--- src/include/cw_settings.svh ---
`ifndef CW_SETTINGS_SVH
`define CW_SETTINGS_SVH

// link word and wishbone data width
`define CW_RW 16

// wishbone word address width whose top byte travels in the header word
`define CW_WB_ADDR_W 24

// beat counter width, enough for an 8-beat burst
`define CW_MAX_BRST_LOG 3

// log2 of the target memory depth in words
`define CW_MEM_DEPTH_LOG 8

// addresses below this are never forwarded over the link
`define CW_IGNORE_LIMIT 'h002000

`endif

--- src/verilog/cw_pkg.sv ---
`include "cw_settings.svh"

package cw_pkg;

    typedef enum logic [3:0] {
        CYC_SINGLE = 4'd0,
        CYC_BURST8 = 4'd1,
        CYC_BURST4 = 4'd2
    } cyc_type_e;

    // first word of every link transfer
    typedef struct packed {
        logic [`CW_WB_ADDR_W-`CW_RW-1:0] adr_hi;
        cyc_type_e                       cyc_type;
        logic                            we;
        logic [1:0]                      sel;
        logic                            valid;
    } cw_header_t;

    // index of the last beat for a cycle type
    function automatic logic [`CW_MAX_BRST_LOG-1:0] beat_last(cyc_type_e t);
        case (t)
            CYC_BURST8: beat_last = `CW_MAX_BRST_LOG'd7;
            CYC_BURST4: beat_last = `CW_MAX_BRST_LOG'd3;
            default:    beat_last = '0;
        endcase
    endfunction

endpackage

--- src/verilog/cw_link_if.sv ---
`timescale 1ns/100ps
`include "cw_settings.svh"

interface cw_link_if;

    logic [`CW_RW-1:0] io_o;  // compressor to target
    logic              req;
    logic              dir;   // high while read data flows back
    logic [`CW_RW-1:0] io_i;  // target to compressor
    logic              ack;
    logic              err;

    modport comp (
        output io_o, req, dir,
        input  io_i, ack, err
    );

    modport decomp (
        input  io_o, req, dir,
        output io_i, ack, err
    );

endinterface

--- src/verilog/cw_bridge_top.sv ---
`timescale 1ns/100ps
`include "cw_settings.svh"

module cw_bridge_top (
    input  logic                     i_clk,
    input  logic                     i_rst,

    input  logic                     wb_cyc_i,
    input  logic                     wb_stb_i,
    input  logic                     wb_we_i,
    input  logic [`CW_WB_ADDR_W-1:0] wb_adr_i,
    input  logic [`CW_RW-1:0]        wb_dat_i,
    input  logic [1:0]               wb_sel_i,
    input  logic                     wb_burst4_i,
    input  logic                     wb_burst8_i,
    output logic [`CW_RW-1:0]        wb_dat_o,
    output logic                     wb_ack_o,
    output logic                     wb_err_o
);

    logic                     mem_we;
    logic [`CW_WB_ADDR_W-1:0] mem_adr;
    logic [`CW_RW-1:0]        mem_wdat;
    logic [`CW_RW-1:0]        mem_rdat;
    logic [1:0]               mem_sel;
    logic                     mem_err;

    cw_link_if link_i ();

    wb_compressor comp_i (
        .i_clk       (i_clk),
        .i_rst       (i_rst),
        .wb_cyc_i    (wb_cyc_i),
        .wb_stb_i    (wb_stb_i),
        .wb_we_i     (wb_we_i),
        .wb_adr_i    (wb_adr_i),
        .wb_dat_i    (wb_dat_i),
        .wb_sel_i    (wb_sel_i),
        .wb_burst4_i (wb_burst4_i),
        .wb_burst8_i (wb_burst8_i),
        .wb_dat_o    (wb_dat_o),
        .wb_ack_o    (wb_ack_o),
        .wb_err_o    (wb_err_o),
        .link        (link_i)
    );

    cw_decompressor decomp_i (
        .i_clk     (i_clk),
        .i_rst     (i_rst),
        .link      (link_i),
        .mem_we_o  (mem_we),
        .mem_adr_o (mem_adr),
        .mem_dat_o (mem_wdat),
        .mem_sel_o (mem_sel),
        .mem_dat_i (mem_rdat),
        .mem_err_i (mem_err)
    );

    cw_target_mem mem_i (
        .i_clk (i_clk),
        .i_rst (i_rst),
        .we_i  (mem_we),
        .adr_i (mem_adr),
        .dat_i (mem_wdat),
        .sel_i (mem_sel),
        .dat_o (mem_rdat),
        .err_o (mem_err)
    );

endmodule

--- src/verilog/cw_decompressor.sv ---
`timescale 1ns/100ps
`include "cw_settings.svh"

module cw_decompressor (
    input  logic                     i_clk,
    input  logic                     i_rst,

    cw_link_if.decomp                link,

    output logic                     mem_we_o,
    output logic [`CW_WB_ADDR_W-1:0] mem_adr_o,
    output logic [`CW_RW-1:0]        mem_dat_o,
    output logic [1:0]               mem_sel_o,
    input  logic [`CW_RW-1:0]        mem_dat_i,
    input  logic                     mem_err_i
);

    typedef enum logic [2:0] {
        S_IDLE,
        S_ADR,
        S_HACK,
        S_RD,
        S_WWAIT
    } state_e;

    state_e                      state;
    cw_pkg::cw_header_t          hdr_in;
    cw_pkg::cw_header_t          hdr_q;
    logic [`CW_WB_ADDR_W-1:0]    base_q;
    logic [`CW_MAX_BRST_LOG-1:0] cnt;
    logic [`CW_MAX_BRST_LOG-1:0] beat_last;
    logic                        hack_q;  // header ack
    logic                        pend_q;  // a beat went to memory last cycle
    logic                        issue;

    assign hdr_in    = cw_pkg::cw_header_t'(link.io_o);
    assign beat_last = cw_pkg::beat_last(hdr_q.cyc_type);

    // reads stream from the header ack on, writes wait for a req per beat after the first
    assign issue = (state == S_HACK) || (state == S_RD) || (state == S_WWAIT && link.req);

    assign mem_we_o  = issue && hdr_q.we;
    assign mem_adr_o = base_q + {{(`CW_WB_ADDR_W-`CW_MAX_BRST_LOG){1'b0}}, cnt};
    assign mem_dat_o = link.io_o;
    assign mem_sel_o = hdr_q.sel;

    // memory data and range flag both arrive the cycle after the beat was issued
    assign link.io_i = mem_dat_i;
    assign link.ack  = hack_q || (pend_q && !mem_err_i);
    assign link.err  = pend_q && mem_err_i;

    always_ff @(posedge i_clk) begin
        if (i_rst) begin
            state  <= S_IDLE;
            hack_q <= 1'b0;
            pend_q <= 1'b0;
            cnt    <= '0;
        end else begin
            hack_q <= 1'b0;
            pend_q <= issue;

            case (state)
                S_IDLE: begin
                    if (link.req && hdr_in.valid) begin
                        hdr_q <= hdr_in;
                        state <= S_ADR;
                    end
                end
                S_ADR: begin
                    base_q <= {hdr_q.adr_hi, link.io_o};
                    hack_q <= 1'b1;
                    cnt    <= '0;
                    state  <= S_HACK;
                end
                S_HACK, S_RD, S_WWAIT: begin
                    if (issue) begin
                        if (cnt == beat_last) begin
                            state <= S_IDLE;
                        end else begin
                            cnt   <= cnt + 1'b1;
                            state <= hdr_q.we ? S_WWAIT : S_RD;
                        end
                    end
                end
                default: begin
                    state <= S_IDLE;
                end
            endcase
        end
    end

endmodule

--- src/verilog/cw_target_mem.sv ---
`timescale 1ns/100ps
`include "cw_settings.svh"

module cw_target_mem (
    input  logic                     i_clk,
    input  logic                     i_rst,

    input  logic                     we_i,
    input  logic [`CW_WB_ADDR_W-1:0] adr_i,
    input  logic [`CW_RW-1:0]        dat_i,
    input  logic [1:0]               sel_i,
    output logic [`CW_RW-1:0]        dat_o,
    output logic                     err_o
);

    localparam logic [`CW_WB_ADDR_W-1:0] WIN_BASE = `CW_IGNORE_LIMIT;
    localparam logic [`CW_WB_ADDR_W-1:0] WIN_TOP  = WIN_BASE + (1 << `CW_MEM_DEPTH_LOG);

    logic [`CW_RW-1:0]           mem [0:(1<<`CW_MEM_DEPTH_LOG)-1];
    logic [`CW_WB_ADDR_W-1:0]    offset;
    logic [`CW_MEM_DEPTH_LOG-1:0] idx;
    logic                        out_of_range;

    assign offset       = adr_i - WIN_BASE;
    assign idx          = offset[`CW_MEM_DEPTH_LOG-1:0];
    assign out_of_range = adr_i >= WIN_TOP;

    // range flag lines up with the read data
    always_ff @(posedge i_clk) begin
        if (i_rst) begin
            err_o <= 1'b0;
        end else begin
            err_o <= out_of_range;
        end
    end

    always_ff @(posedge i_clk) begin
        dat_o <= mem[idx];
        if (we_i && !out_of_range) begin
            for (int b = 0; b < `CW_RW/8; b++) begin
                if (sel_i[b]) begin
                    mem[idx][b*8 +: 8] <= dat_i[b*8 +: 8];  // one enable per byte lane
                end
            end
        end
    end

endmodule

--- src/verilog/wb_compressor.sv ---
`timescale 1ns/100ps
`include "cw_settings.svh"

module wb_compressor (
    input  logic                     i_clk,
    input  logic                     i_rst,

    input  logic                     wb_cyc_i,
    input  logic                     wb_stb_i,
    input  logic                     wb_we_i,
    input  logic [`CW_WB_ADDR_W-1:0] wb_adr_i,
    input  logic [`CW_RW-1:0]        wb_dat_i,
    input  logic [1:0]               wb_sel_i,
    input  logic                     wb_burst4_i,
    input  logic                     wb_burst8_i,
    output logic [`CW_RW-1:0]        wb_dat_o,
    output logic                     wb_ack_o,
    output logic                     wb_err_o,

    cw_link_if.comp                  link
);

    localparam logic [`CW_WB_ADDR_W-1:0] IGNORE_LIMIT = `CW_IGNORE_LIMIT;

    typedef enum logic [2:0] {
        S_IDLE,
        S_HDR,
        S_WACK,
        S_RDATA,
        S_WDATA,
        S_WWAIT,
        S_CLOSE
    } state_e;

    state_e                      state;
    cw_pkg::cyc_type_e           cyc_type;
    cw_pkg::cw_header_t          hdr;
    logic                        ignored;
    logic                        l_we;
    logic [`CW_MAX_BRST_LOG-1:0] burst_end;
    logic [`CW_MAX_BRST_LOG-1:0] cnt;
    logic                        beat_done;
    logic                        last_beat;

    always_comb begin
        if (wb_burst8_i) begin
            cyc_type = cw_pkg::CYC_BURST8;
        end else if (wb_burst4_i) begin
            cyc_type = cw_pkg::CYC_BURST4;
        end else begin
            cyc_type = cw_pkg::CYC_SINGLE;
        end
    end

    always_comb begin
        hdr.adr_hi   = wb_adr_i[`CW_WB_ADDR_W-1:`CW_RW];
        hdr.cyc_type = cyc_type;
        hdr.we       = wb_we_i;
        hdr.sel      = wb_sel_i;
        hdr.valid    = 1'b1;
    end

    // the low region is not mapped on the far side, so it is refused here
    assign ignored   = wb_adr_i < IGNORE_LIMIT;
    assign beat_done = link.ack || link.err;
    assign last_beat = cnt == burst_end;

    always_ff @(posedge i_clk) begin
        if (i_rst) begin
            state    <= S_IDLE;
            link.req <= 1'b0;
            link.dir <= 1'b0;
            wb_ack_o <= 1'b0;
            wb_err_o <= 1'b0;
            cnt      <= '0;
        end else begin
            wb_ack_o <= 1'b0;  // wishbone strobes are single cycle
            wb_err_o <= 1'b0;
            link.req <= 1'b0;

            case (state)
                S_IDLE: begin
                    if (wb_cyc_i && wb_stb_i) begin
                        if (ignored) begin
                            wb_err_o <= 1'b1;
                            state    <= S_CLOSE;
                        end else begin
                            link.req  <= 1'b1;
                            link.io_o <= hdr;
                            l_we      <= wb_we_i;
                            burst_end <= cw_pkg::beat_last(cyc_type);
                            cnt       <= '0;
                            state     <= S_HDR;
                        end
                    end
                end
                S_HDR: begin
                    link.io_o <= wb_adr_i[`CW_RW-1:0];
                    state     <= S_WACK;
                end
                S_WACK: begin
                    // first write word sits on the link by the time the header is acked
                    link.io_o <= wb_dat_i;
                    if (link.ack) begin
                        link.dir <= ~l_we;
                        state    <= l_we ? S_WDATA : S_RDATA;
                    end
                end
                S_RDATA: begin
                    if (beat_done) begin
                        wb_ack_o <= link.ack;
                        wb_err_o <= link.err;
                        wb_dat_o <= link.io_i;
                        if (last_beat) begin
                            link.dir <= 1'b0;
                            state    <= S_CLOSE;
                        end else begin
                            cnt <= cnt + 1'b1;
                        end
                    end
                end
                S_WDATA: begin
                    if (beat_done) begin
                        wb_ack_o <= link.ack;
                        wb_err_o <= link.err;
                        if (last_beat) begin
                            state <= S_CLOSE;
                        end else begin
                            cnt   <= cnt + 1'b1;
                            state <= S_WWAIT;
                        end
                    end
                end
                S_WWAIT: begin
                    // the strobe still high under our own ack belongs to the old beat
                    if (wb_cyc_i && wb_stb_i && !wb_ack_o && !wb_err_o) begin
                        link.req  <= 1'b1;
                        link.io_o <= wb_dat_i;
                        state     <= S_WDATA;
                    end
                end
                S_CLOSE: begin
                    state <= S_IDLE;  // lets the master drop stb before idle samples it
                end
                default: begin
                    state <= S_IDLE;
                end
            endcase
        end
    end

endmodule

--- config.mk ---
export PLATFORM = sky130hd
export DESIGN_NAME = cw_bridge_top
export DESIGN_NICKNAME = d
export VERILOG_FILES = /design/src/verilog/cw_pkg.sv /design/src/verilog/cw_link_if.sv /design/src/verilog/cw_bridge_top.sv /design/src/verilog/cw_decompressor.sv /design/src/verilog/cw_target_mem.sv /design/src/verilog/wb_compressor.sv
export VERILOG_INCLUDE_DIRS = /design/src /design/src/include
export SDC_FILE = /design/constraint.sdc
export NUM_CORES = 2
export LEC_CHECK = 0
export BUFFER_PORTS_ARGS = -buffer_cell sky130_fd_sc_hd__buf_4
export CORE_ASPECT_RATIO = 1.1
export CORE_UTILIZATION = 45
export DETAILED_ROUTE_END_ITERATION = 16
export PLACE_DENSITY = 0.58
export SLEW_MARGIN = 20
export SYNTH_ARGS = -nofsm -noshare
export SYNTH_HDL_FRONTEND = slang
export SYNTH_SLANG_ARGS = --single-unit
--- constraint.sdc ---
create_clock -name i_clk -period 5.53 [get_ports i_clk]
set_input_delay 0.8295 -clock i_clk [delete_from_list [all_inputs] [get_ports i_clk]]
set_output_delay 0.8295 -clock i_clk [all_outputs]
set_load 0.005 [all_outputs]
==> flow_summary.toml <==
[routing]
routed.top_layer = "met5"
drc_errors = 0
antenna_violating_nets_post_route = 0
dr_total_vias = 88000
met2RoutedLength_um = 214600
wl_met3_um = 38780
drt-met1-wl_um = 184800
route.detailed.vias_per_inst = 6.100
drt_pre_antenna_iters = 6
routed_wire_length_per_instance_um = 31.41
drc_marker_count_from_the_first_detailed_route_iteration = 10360
routed_wl_um = 453000

[timing]
fin_tns_setup_ps = 0
fin_worst_hold_slack_ps = 150.5
maxClockFrequency_mhz = 189.2
tightest_slew_ps = 1195
post-route-period-util_pct = 95.57
final-hold-violation-count = 0
worst_slew_margin_rel_pct = 20.36
rsz0062_at_grt = "false"
setup_skew_ps = 40.83
period_needed_ps = 5285
drv_slew = 0
finalSetupViolCount = 0

[power_and_ir_drop]
vdd_ir_drop_max_uv = 328.2
powerDensity_mw_per_mm2 = 390.3
power.leakage_uw = 0.06049

[logic_synthesis]
synth_enable_flop_cells = 4170
post_synth_instance_area_mm2 = 0.1655
ys_warn_count = 0
synth_seq_cells = 4204
yosys.cell_types.count = 70
synthesis.instances = 8575
ys.flop_type = "edfxtp_1"
synth_top_cells_by_count = "4,170 x edfxtp_1, 1,087 x nand2_1, 1,036 x mux4_2"
syn-mean-instance-area_um2 = 19.30
async_reset_ff_share_pct = 0
synth.most_common_cell = "edfxtp_1"
seq_area_frac_synth_pct = 76.09
synthesis.nets = 8630
ys_top_cells_by_area = "edfxtp_1 76%, mux4_2 14%, nand2_1 2.5%"
synth_top_cell_area_share_pct = 75.68
post-synth-top-area-cell = "edfxtp_1"

[setup_path]
critPathLaunchType = "flop"
end_kind = "flop"
cpPeakStageDelay_ps = 980
cpMaxStageDelayCell = "nor4_2"
regToRegSetupSlack_ps = 240
cp.arrival_ps = 5850
critical_path.max_fanout = 86
worst-endpoint-required_ps = 6090
timing.reg2reg.worst_path_depth = 12
crit_chain = "ha_4 > inv_1 > fa_4 > and2b_1 > o21ai_2 > or3_1 > o32ai_1 > and3_1 > nand4_1 > buf_4 > buf_12 > nor4_2"
timing_worst_setup_path_type = "reg -> reg"

[die]
core_region_area_mm2 = 0.3662
ios = 67
floorplan.die.width_um = 580.2
floorplan.die.height_um = 638.0
initial_standard_cell_utilization_of_the_core_pct = 45.19
num_rows = 233
dieArea_mm2 = 0.3701

[clocking]
post_cts.resized_instances = 0
tritoncts_clock_tree = "built"
clk_pin_slew_worst_paths_ps = 60
ctsLongestPathBuffers = 4
numClockSinks = 4204
root_buffer = "clkbuf_16"
number_of_clock_buffers_inserted_by_tritoncts = 419
clock_tree.htree_level_count = 5
clk-insertion-delay-late_ps = 970
cts.repair_timing.setup_buffer_count = 0

[placed_design]
gp_congestion = 0.8457
post_dp_cell_area_mm2 = 0.1781
portBuffers = 66
hpwlAfterDp_um = 279000
dp_cells = 13630

[global_routing]
grt_start_max_net_pins = 169
first_global_vias = 89410
gr-total-overflow = 0
grt_first_pass_wirelength_um = 653000
initial_antenna_violation_count = 24
groute.usage.overall_pct = 24.31

[finish]
finalInstanceArea_mm2 = 0.1923
final_net_count = 9295
nFillCells = 28630
layout_cells_sized_above_1_pct = 29.36
areaGrowthSynthToFinish_pct = 16.22
layout.cells.non_filler = 14430

[status]
status = "finished clean"

[worst_hold_path]
whs_path_depth = 2
worstHoldPathType = "in -> reg"

[run]
cap_viol_max_count = 0
state kept, by name, indices dropped and copies added, names as in the netlist:
signal and cells:
decomp_i.base_q 24, comp_i.burst_end 2, comp_i.state 3, decomp_i.pend_q 1, comp_i.l_we 1, mem_i.dat_o 16, comp_i.wb_dat_o 16, comp_i.wb_ack_o 1
mem_i.err_o 1, decomp_i.hdr_q 13, comp_i.cnt 3, decomp_i.state 3, comp_i.wb_err_o 1, decomp_i.cnt 3, decomp_i.hack_q 1, comp_i.link.io_o 16
mem_i.mem 4096, comp_i.link.req 1, decomp_i.mem_sel_o 2
metrics by stage:
step	worst slack (ps)	utilization [%]	total power (µW)
5_1_grt	83.47	52.51	77050
3_3_place_gp	119.1	48.57	46630
4_1_cts	272.4	52.46	75530
2_1_floorplan	31.63	-	43540
6_report	244.7	52.52	75050
3_5_place_dp	338.6	48.64	46800
path summary, 6_finish.rpt:
check | startpoint | to
worst max-delay path | decomp_i.cnt[0] | mem_i.mem[236][2]
worst min register to register | mem_i.dat_o[11] | comp_i.wb_dat_o[11]
worst min-delay path | wb_burst4_i | comp_i.burst_end[1]
worst max register to register | decomp_i.cnt[0] | mem_i.mem[236][2]
logic make-up (layout without fill, tap and decap cells):
group / after synthesis / after routing / synth area share [%]
DFF: 4204 / 4204 / 76.09
and+or+nand+nor: 2498 / 2498 / 7.047
muxes: 1052 / 1052 / 14.20
buffers and inverters: 617 / 1642 / 1.701
AOI/OAI and AO/OA: 182 / 182 / 0.8288
xor gates and xnor gates: 16 / 16 / 0.08469
adders and majority gates: 6 / 6 / 0.04991
other: 0 / 8 / 0
cell usage in the layout (no fill, tap or decap), drive strengths merged, types with 34 or more instances in the layout:
cell type / n
mux4: 1036
a41oi: 56
nor3: 212
clkbuf: 500
bufinv: 55
nand2: 1087
nor2: 52
buf: 847
dfxtp: 34
edfxtp: 4170
nor4: 328
clkinv: 184
nand3: 734
where the power goes:
part           switching (µW)  internal (µW)
combinational            5860           2500
clock                   12200          16800
sequential                172          37500
layout make-up:
class	instances	area [µm²]	share of cell area [%]
inverters	12	45.04	0.02342
clock inverters	281	2965	1.542
clock buffers	500	10990	5.714
multi-input cells	3754	38860	20.21
flip-flops and latches	4204	125900	65.47
repair buffers	849	7492	3.896
diodes	8	20.02	0.01041
well taps	4817	6027	3.134
layer usage:
metal	vias to the layer above	GRT usage, %
li1	36490	-
met1	46880	34.23
met2	3944	38.47
met3	670	4.719
met4	6	7.754
met5	-	0
critical path: cells and delay by family (launching register included):
kind | cells | cell delay [ps]
buf+inv | 3 | 650
compound gates | 2 | 480
flops | 1 | 460
fa+ha+maj | 2 | 720
simple gates | 5 | 2370
what timing repair did:
item	CTS	global route
endpoints found under the hold margin	2	0
hold buffers	2	0
endpoints found under the setup margin	0	0
Power figures use the tool's default switching activity.
